[config.mk]
export PLATFORM = sky130hd
export DESIGN_NAME = push_router
export DESIGN_NICKNAME = d
export VERILOG_FILES = /design/src/rtl/lane_fabric_pkg.sv /design/src/rtl/push_router.sv
export VERILOG_INCLUDE_DIRS = /design/src /design/src/rtl
export SDC_FILE = /design/constraint.sdc
export NUM_CORES = 1
export LEC_CHECK = 0
export ABC_AREA = 1
export ABC_CLOCK_PERIOD_IN_PS = 800
export BUFFER_PORTS_ARGS = -buffer_cell sky130_fd_sc_hd__buf_2
export CORE_MARGIN = 2
export CORE_UTILIZATION = 32
export CTS_CLUSTER_SIZE = 40
export DETAILED_ROUTE_END_ITERATION = 7
export GPL_TIMING_DRIVEN = 0
export PLACE_DENSITY_LB_ADDON = 0.05
export SLEW_MARGIN = 20
export SYNTH_ARGS = -nofsm -noshare
export SYNTH_HDL_FRONTEND = slang
export SYNTH_SLANG_ARGS = --single-unit
export TNS_END_PERCENT = 5
[constraint.sdc]
create_clock -name clk_push -period 0.8 [get_ports clk_push]
set_input_delay 0.08 -clock clk_push [delete_from_list [all_inputs] [get_ports clk_push]]
set_output_delay 0.08 -clock clk_push [all_outputs]
set_load 0.03 [all_outputs]
[src/rtl/lane_fabric_defs.svh]
// Size settings of the lane fabric
// Lane count, per-lane FIFO depth, data width and synchronizer length

`ifndef LANE_FABRIC_DEFS_SVH
`define LANE_FABRIC_DEFS_SVH

// Number of FIFO lanes (2, 4 or 8)
`define LANE_COUNT  4
// Entries in each lane RAM, a power of two
`define FIFO_DEPTH  8
`define DATA_WIDTH  16
// Flip-flops in each gray pointer synchronizer
`define SYNC_STAGES 2

`endif

[src/rtl/lane_fabric_pkg.sv]
// Shared types of the lane fabric
// Lane number, item payload and FIFO pointer

`include "lane_fabric_defs.svh"

package lane_fabric_pkg;

    // Bits needed to number the lanes, never less than one
    localparam int LANE_W = (`LANE_COUNT > 1) ? $clog2(`LANE_COUNT) : 1;

    // Address bits of one lane RAM
    localparam int ADDR_W = $clog2(`FIFO_DEPTH);

    typedef logic [LANE_W-1:0] lane_id_t;

    // Item as it travels on both ports and as it sits in the lane RAM
    typedef struct packed {
        lane_id_t                lane;
        logic [`DATA_WIDTH-1:0]  data;
    } fabric_item_t;

    // Pointer with one wrap bit above the RAM address
    typedef logic [ADDR_W:0] ptr_t;

endpackage

[src/rtl/push_router.sv]
// Push side router
// Four-phase input handshake and one-hot push into the target lane

`timescale 1ns/1ns
`include "lane_fabric_defs.svh"

module push_router
    import lane_fabric_pkg::*;
(
     input  logic                       clk_push
    ,input  logic                       arst_n

    ,input  logic                       in_req
    ,input  fabric_item_t               in_item
    ,output logic                       in_ack

    ,input  logic [`LANE_COUNT-1:0]     lane_full
    ,output logic [`LANE_COUNT-1:0]     push
    ,output fabric_item_t               push_item
);

typedef enum logic [1:0] {
    ST_IDLE,
    ST_WRITE,
    ST_ACK
} state_t;

state_t                     state_q;
logic [1:0]                 rst_sync_q;
logic                       rst_n;
logic [`LANE_COUNT-1:0]     lane_sel;

always_ff @(posedge clk_push or negedge arst_n) begin
    if (!arst_n) begin
        rst_sync_q <= 2'b00;
    end else begin
        rst_sync_q <= {rst_sync_q[0], 1'b1};
    end
end

assign rst_n = rst_sync_q[1];

// One-hot decode of the requested lane
assign lane_sel = {{(`LANE_COUNT-1){1'b0}}, 1'b1} << in_item.lane;

//--------------------------------------------------
// Handshake FSM
//--------------------------------------------------

// A full target lane keeps the FSM in idle, which withholds in_ack
always_ff @(posedge clk_push or negedge rst_n) begin
    if (!rst_n) begin
        state_q <= ST_IDLE;
        push    <= '0;
        in_ack  <= 1'b0;
    end else begin
        push <= '0;
        case (state_q)
            ST_IDLE: if (in_req && !lane_full[in_item.lane]) begin
                push    <= lane_sel;
                state_q <= ST_WRITE;
            end
            // Item is written by now, acknowledge it
            ST_WRITE: begin
                in_ack  <= 1'b1;
                state_q <= ST_ACK;
            end
            ST_ACK: if (!in_req) begin
                in_ack  <= 1'b0;
                state_q <= ST_IDLE;
            end
            default: state_q <= ST_IDLE;
        endcase
    end
end

// Registered copy so every lane sees a stable word with the push pulse
always_ff @(posedge clk_push) begin
    if (state_q == ST_IDLE && in_req) begin
        push_item <= in_item;
    end
end

endmodule

==> results.md, run 1 <==
- CTS clk-pin slew, worst paths: 150 ps
- Area grow syn2layout: 77.72%
- Core outline area: 2734 um^2
- CTS Sinks: 27
- Via count: 705
- CP peak stage delay: 480 ps
- Endpoints failing setup: 48
- Share of cells above drive strength 1: 46.97%
- Lkg Pwr: 0.7373 nW
- Mapped cell area: 909.6 um^2
- Main combinational cell family by area after synthesis: simple AND/OR/NAND/NOR gates
- Final period utilization: 142.9%
- Max_cap viols: 0
- Synth Flop Type: edfxtp_1
- DR DRC count: 0
- Dpl ws: -790.0 ps
- Routed wire per std cell: 11.91 um
- Row count: 19
- Critical Path AT: 1190 ps
- Area after DPL: 1184 um^2
- Synth cell types: 13
- Synth Area in Simple Gates: 11.00%
- Root Driver: clkbuf_4
- Synth Area in Compound Gates: 1.100%
- Crit path cell chain: nor3_4 > buf_12
- Detailed placer's ending HPWL: 1123 um
- Highest clock rate: 874.9 MHz
- Number of global-route vias before repair: 724
- Synthesized-area fraction occupied by adder cells: 0%
- DIE AREA: 3285 um^2
- Initial Util: 33.27%
- CP required: 850 ps
- Critical Path Sink Type: flop
- Crit path buf inv count: 1
- Top post-synthesis cells by area: edfxtp_1 59%, dfrtp_1 25%, nand2_1 3.7%
- PwrDens: 2115 nW/um^2
- Syn. warnings: 0
- Io pins: 48
- Fin nets: 158
- Antenna violations before repair: 0
- Crit Path Class: flop to flop
- Post-Syn Area per Cell: 15.96 um^2
- Yosys top cell by area: edfxtp_1
- Multiplexer share of the synthesized area: 0%
- GPL Wtd Cong: 0.6285
- DR vias/cell: 4.325
- Hold Crit Class: input pin to flop
- Dominant cell by count in the synthesized netlist: edfxtp_1
- Failing checks: negative setup slack
- Diode count: 0
- First-pass GRT wire length: 3146 um
- Sequential share of the synthesized area: 84.18%
- DR pass1 iterations: 4
- Clock latency at the later pin of the worst-skew pair: 330 ps
- Syn Nets: 82
- Routed WL: 1942 um
- RSZ-0062 raised after global routing: true
- Post-synth top cells: 18 x edfxtp_1, 9 x dfrtp_1, 9 x nand2_1
- Final instance area: 1617 um^2
- Largest net degree at the start of global routing: 17
- Worst setup margin: -343.0 ps
- Critical Path Fanout Max: 11
- FF+latch count, synth: 27
- Antenna-violating nets left: 0
- Fin Hold WS: 13.19 ps
- Pins over their slew limit: 0
- Minimum clock period: 1143 ps
- Die W: 57.32 um
- XOR/XNOR Fraction of Synth Area: 0%
- Clock buffer depth: 2
- Status: finished with violations
- Final hold violations: 0
- CTS buffer count: 3
- H-tree levels: 1
- Die Span Y: 57.32 um
- Top cell type's share of synthesized area: 59.42%
- CP top delay family: flip-flops
- Port Buffers: 47
- CP startpoint kind: flop
- Gr usage total: 13.05%
- CP max-delay cell: dfrtp_2
- CTS tree: built
- Clock skew after layout: 13.69 ps
- Initial DRC count: 8
- Max VDD drop: 1.514 mV
- EDFF count, synth: 18
- Congestion Overflow GR: 0
- Post-Syn Instances: 57
- Share of flip-flops with an asynchronous set or reset: 33.33%
-- what timing repair did --
action,4_1_cts,5_1_grt
pin swaps,2,1
cloned,1,0
buffers inserted,4,0
endpoints found under the setup margin,47,48
hold buffers,19,0
gates resized for setup,50,1
hold endpoints to repair,22,0
-- tightest hold or removal path, delay by kind of cell --
family / cells / cell delay, ps
compound gates: 1 / 80
buf+inv: 1 / 90
simple gates: 1 / 70
-- through the flow --
step | instances | utilization [%] | setup TNS [ps] | power [W]
after floorplan | 57 | - | -12720 | 0.002229
after global placement | 135 | 43.30 | -17850 | 0.002448
after detailed placement | 135 | 43.30 | -17770 | 0.002458
after CTS | 163 | 58.86 | -11110 | 0.003448
after global routing | 163 | 59.13 | -13500 | 0.003604
final | 163 | 59.13 | -10920 | 0.003418
-- path summary, 6_finish.rpt --
check | startpoint | end | slack, ps | cells past startpoint
worst max-delay path | state_q[0] | push_item[8] | -340 | 2
worst min-delay path | in_req | state_q[1] | 10 | 3
worst max register to register | state_q[0] | push_item[8] | -340 | 2
worst min register to register | rst_sync_q[1] | in_ack | 110 | 0
max in group asynchronous | rst_sync_q[1] | state_q[0] | 460 | 0
min in group asynchronous | arst_n | rst_sync_q[0] | 30 | 2
-- power by group --
part	internal [W]	switching (W)	total (W)	leakage [nW]
Clock	0.000191	0.000404	0.000595	0.0139
Sequential	0.00170	0.000122	0.00182	0.284
Combinational	0.000479	0.000520	0.000999	0.440
-- cells in the final DEF (no fill, tap or decap), drive strengths merged --
master | netlist | routed
buf | 0 | 51
clkbuf | 0 | 3
clkinvlp | 0 | 1
conb | 1 | 1
dfrtp | 9 | 9
dlygate4sd3 | 0 | 19
edfxtp | 18 | 18
inv | 8 | 8
nand2 | 10 | 10
nand3 | 3 | 3
nand4 | 2 | 2
nor2 | 3 | 3
nor3 | 1 | 2
o21ai | 2 | 2
-- sequential cells by signal, summed over array words and instances (netlist names) --
register / count
push: 4
in_ack: 1
state_q: 2
rst_sync_q: 2
push_item: 18
-- routing by layer --
| layer | track usage, % | part of all wire, % |
|---|---|---|
| met3 | 2.268 | 5.8 |
| met5 | 0 | 0 |
| met4 | 5.980 | 0.88 |
| met2 | 24.30 | 56 |
| met1 | 14.31 | 37 |
-- cells by family (layout without fill, tap and decap cells) --
family / after synthesis / in the layout
buffers and inverters: 8 / 82
DFF: 27 / 27
other: 1 / 1
and+or+nand+nor: 19 / 20
AOI/OAI and AO/OA: 2 / 2
-- cell type report --
cell class	instances	area, um^2
fill	219	1117
sequential	27	768.2
timing repair buffer	70	611.8
multi-input combinational	23	137.6
tap	31	38.79
inverter	8	30.03
clock buffer	3	22.52
clock inverter	1	7.507
No activity file was read; power rests on OpenSTA's default activity.
==> run 2: changes to the inputs <==
CORE_MARGIN = 1.5   (was 2)
==> run 2 against run 1 <==
Against the previous run: critical endpoint is now push_item[1]; largest power group unchanged; non-clock buffer count is 1 higher; hold slack got worse by 4.2 ps; final cell count grew 0.61%; die area down 3.5%; clock power shrank 1%; design area down 1.1%; the run still ends with negative setup slack left; critical path depth is the same; register-to-register slack improved by 20 ps; core utilization is 0.64 points lower; global-route usage fell by 0.096 points.
==> results.md, run 2 (synthesis results as in run 1) <==
- Max_cap viols: 0
- Congestion Overflow GR: 0
- CTS Sinks: 27
- Number of global-route vias before repair: 653
- Port Buffers: 47
- Levels on crit path: 2
- PwrDens: 2123 nW/um^2
- Die Span Y: 56.32 um
- Hold path depth: 3
- CP top delay family: flip-flops
- Io pins: 48
- CTS buffer count: 3
- Row count: 19
- Clock latency at the later pin of the worst-skew pair: 320 ps
- Initial Util: 33.27%
- DR DRC count: 0
- Biggest regs: push_item: 18 flops, push: 4 flops
- Diode count: 0
- Failing checks: negative setup slack
- Final period utilization: 140.3%
- Gr usage total: 12.95%
- CP max-delay cell: dfrtp_2
- Root Driver: clkbuf_4
- FF-to-FF path depth: 2
- CTS tree: built
- Worst setup margin: -322.4 ps
- DIE AREA: 3171 um^2
- Endpoints failing setup: 48
- CP peak stage delay: 470 ps
- Most common cell after layout, fill and taps aside: buf_2
- Highest clock rate: 891.0 MHz
- Area of the multi-input gates: 137.6 um^2
- Share of cells above drive strength 1: 48.12%
- Lkg Pwr: 0.7341 nW
- Critical Path Fanout Max: 10
- Power, Total: 0.003394 W
- Routed wire per std cell: 11.13 um
- Crit path cell chain: nor3_4 > buf_12
- Largest net degree at the start of global routing: 17
- Routed WL: 1826 um
- Final instance area: 1599 um^2
- CP required: 850 ps
- DR pass1 iterations: 3
- Register with the most flip-flops: push_item
- Crit path buf inv count: 1
- Most frequent cells in the layout: 28 x buf_2, 19 x dlygate4sd3_1, 19 x buf_6
- Hold Crit Class: input pin to flop
- Antenna violations before repair: 0
- First-pass GRT wire length: 3042 um
- Area after DPL: 1184 um^2
- RSZ-0062 raised after global routing: true
- H-tree levels: 1
- Crit Path Class: flop to flop
- Critical Path Sink Type: flop
- CTS clk-pin slew, worst paths: 140 ps
- Critical Path AT: 1180 ps
- Max VDD drop: 1.552 mV
- Fin nets: 159
- Fin Hold WS: 9.030 ps
- Antenna-violating nets left: 0
- Core outline area: 2734 um^2
- Final hold violations: 0
- Area grow syn2layout: 75.79%
- Register area: 768.2 um^2
- Die W: 56.32 um
- Initial DRC count: 18
- Number of flip-flops in the largest register: 18
- Detailed placer's ending HPWL: 1054 um
- Minimum clock period: 1122 ps
- Status: finished with violations
- Clock skew after layout: 4.067 ps
- Fillers: 217
- Clock buffer depth: 2
- GPL Wtd Cong: 0.6315
- DR vias/cell: 4.134
- Via count: 678
- CP startpoint kind: flop
- Pins over their slew limit: 0
-- run 2: per-layer routing --
layer  routed length [um]  GRT usage (%)  vias up
met5                    0              0        -
met4                   21          6.122        0
met3                   98          2.304        2
met2                  974          22.52       26
met1                  731          15.49      308
li1                     -              -      342
-- run 2: where the power goes --
part | total, W | internal, W | switching [W]
logic | 0.000998 | 0.000470 | 0.000528
clock network | 0.000588 | 0.000191 | 0.000397
registers | 0.00181 | 0.00170 | 0.000108
-- run 2: tightest hold or removal path: cells and delay by family --
kind / cells / cell delay, ps
buf+inv: 1 / 120
simple gates: 2 / 100
-- run 2: final cells by class --
class	count	share of cell area, %
multi-input cells	23	8.607
inverters	8	1.878
clock buffers	3	1.408
clock inverters	1	0.4695
repair buffers	71	37.17
flip-flops and latches	27	48.04
well taps	31	2.426
-- run 2: path summary, 6_finish.rpt --
path	startpoint	to	slack, ps
hold / removal	in_item[17]	push[3]	9
min in group asynchronous	arst_n	rst_sync_q[0]	50
setup / recovery	state_q[1]	push_item[1]	-320
setup reg to reg	state_q[1]	push_item[1]	-320
hold reg to reg	rst_sync_q[1]	push[0]	110
max in group asynchronous	rst_sync_q[1]	state_q[1]	460
-- run 2: stage by stage --
step	TNS [ps]	util (%)	setup slack (ps)	instances
final	-10410	58.49	-322.4	164
after detailed placement	-17950	43.30	-788.9	135
after CTS	-10480	58.22	-323.7	164
after floorplan	-12720	-	-568.8	57
after global routing	-13120	58.49	-366.8	164
after global placement	-17420	43.30	-764.3	135
-- run 2: repair_timing --
item,in CTS,in global routing
setup endpoints to repair,47,48
pin swaps,3,0
resized for setup,41,4
endpoints found under the hold margin,19,0
hold buffers,19,0
gates cloned,1,0
setup buffers,5,0
==> run 3: changes to the inputs <==
--- a/config.mk
+++ b/config.mk
@@ -16,4 +16,5 @@
 export GPL_TIMING_DRIVEN = 0
 export PLACE_DENSITY_LB_ADDON = 0.05
+export REMOVE_ABC_BUFFERS = 1
 export SLEW_MARGIN = 20
 export SYNTH_ARGS = -nofsm -noshare
==> constraint.sdc (replaced) <==
create_clock -name clk_push -period 0.8 [get_ports clk_push]
set_input_delay 0.04 -clock clk_push [delete_from_list [all_inputs] [get_ports clk_push]]
set_output_delay 0.04 -clock clk_push [all_outputs]
set_load 0.03 [all_outputs]
==> run 3 against run 2 <==
Against the previous run: final cell count grew 0.61%; non-clock buffer count grew 1; routed wire length shrank 7.0%; clock power shrank 7.1%; the flow still finishes with violations (negative setup slack); combinational power shrank 2.2%; largest cell class unchanged; critical path depth is the same.
==> results.md, run 3 (synthesis results as in run 1) <==
- Largest net degree at the start of global routing: 16
- Register with the most flip-flops: push_item
- Fillers: 238
- Final hold violations: 0
- Minimum clock period: 1109 ps
- Via count: 686
- Die Span Y: 56.32 um
- Share of cells above drive strength 1: 45.52%
- Worst r2r src: state_q[0]
- Hold EP: push[2]
- CTS tree: built
- Routed WL: 1698 um
- Critical Path Sink Type: flop
- CP startpoint kind: flop
- Routed wire per std cell: 10.29 um
- Port Buffers: 47
- Initial Util: 33.27%
- Hold path depth: 4
- DR vias/cell: 4.158
- GPL Wtd Cong: 0.6577
- Final period utilization: 138.7%
- First-pass GRT wire length: 2773 um
- Pins over their slew limit: 0
- Lkg Pwr: 0.7443 nW
- Placed cell count: 135
- Status: finished with violations
- CP required: 840 ps
- Critical Path AT: 1150 ps
- Max VDD drop: 1.619 mV
- CTS buffer count: 3
- Number of global-route vias before repair: 670
- Gr usage total: 11.46%
- Failing checks: negative setup slack
- H-tree levels: 1
- Antenna-violating nets left: 0
- Antenna violations before repair: 0
- Most frequent cells in the layout: 26 x buf_2, 22 x dlygate4sd3_1, 21 x buf_6
- Detailed placer's ending HPWL: 1083 um
- Biggest regs: push_item: 18 flops, push: 4 flops
- Power, Total: 0.003335 W
- Critical Path Fanout Max: 11
- Hold Crit Class: input pin to flop
- Die W: 56.32 um
- Clock skew after layout: 6.512 ps
- Area grow syn2layout: 78.54%
- CTS Sinks: 27
- PwrDens: 2054 nW/um^2
- Congestion Overflow GR: 0
- Worst R2R Setup Slack: -310 ps
- Endpoints failing setup: 48
- RSZ-0062 raised after global routing: true
- DR DRC count: 0
- Max_cap viols: 0
- Most common cell after layout, fill and taps aside: buf_2
- Final std cells w/o fill: 165
- Row count: 19
- Crit Path Class: flop to flop
- Fin nets: 160
- Root Driver: clkbuf_4
- Diode count: 0
- Clock latency at the later pin of the worst-skew pair: 310 ps
- DIE AREA: 3171 um^2
- Number of flip-flops in the largest register: 18
- Highest clock rate: 901.5 MHz
- Hold path startpoint: in_item[16]
- Initial DRC count: 7
- Worst r2r dst: push_item[11]
- Core outline area: 2734 um^2
- Clock buffer depth: 2
- Worst setup margin: -309.2 ps
- DR pass1 iterations: 3
- FF-to-FF path depth: 2
- CTS clk-pin slew, worst paths: 130 ps
- Io pins: 48
run 3: changes by cell type in the layout (fill, tap and decap cells not counted), sizes merged:
cell / previous run / this run
buf: 52 / 50
clkinv: 0 / 1
clkinvlp: 1 / 0
dlygate4sd3: 19 / 22
run 3: report_power, final:
group          switching, W  internal, W  leakage [nW]
sequential         0.000113      0.00170         0.284
clock              0.000359     0.000187        0.0177
combinational      0.000509     0.000467         0.443
total              0.000981      0.00235         0.744
run 3: worst max-delay path by stage:
stage	start	endpoint	slack [ps]
5_1_grt	state_q[0]	push_item[17]	-350
4_1_cts	state_q[0]	push_item[9]	-310
6_report	state_q[0]	push_item[11]	-310
2_1_floorplan	state_q[1]	push_item[0]	-620
3_3_place_gp	state_q[1]	push_item[16]	-830
3_5_place_dp	state_q[1]	push_item[4]	-840
run 3: stage by stage:
step | setup slack (ps) | hold slack, ps | utilization [%] | cell area, um^2 | setup TNS [ps]
after CTS | -305.1 | 10.40 | 59.13 | 1617 | -9572
final | -309.2 | 25.86 | 59.40 | 1624 | -9030
after floorplan | -621.6 | -255.6 | - | 909.6 | -13940
after global placement | -827.8 | -175.3 | 43.30 | 1184 | -18910
after global routing | -352.6 | 29.23 | 59.40 | 1624 | -11580
after detailed placement | -838.0 | -173.0 | 43.30 | 1184 | -19170
run 3: worst max-delay path, stage by stage (launching register included):
cell and delay [ps]:
dfrtp_2 470, nor3_4 200, buf_12 160
run 3: routing by layer:
metal,track usage (%),vias to the layer above,part of all wire [%]
li1,-,346,-
met1,13.15,309,42
met2,20.00,29,49
met3,2.995,2,7.7
met4,5.102,0,0.71
met5,0,-,0
run 3: what timing repair did:
| action | CTS | global route |
|---|---|---|
| gates cloned | 1 | 0 |
| endpoints found under the hold margin | 23 | 0 |
| buffers inserted | 3 | 0 |
| endpoints found under the setup margin | 47 | 48 |
| gates resized for setup | 45 | 2 |
| hold buffers | 22 | 0 |
| pin swaps | 2 | 0 |
run 3: area by class of cell:
| class | instances | area, um^2 | area share (%) |
|---|---|---|---|
| repair buffers | 72 | 621.8 | 38.29 |
| multi-input cells | 23 | 137.6 | 8.475 |
| clock inverters | 1 | 5.005 | 0.3082 |
| inverters | 8 | 30.03 | 1.849 |
| clock buffers | 3 | 22.52 | 1.387 |
| flip-flops and latches | 27 | 768.2 | 47.30 |
| well taps | 31 | 38.79 | 2.388 |
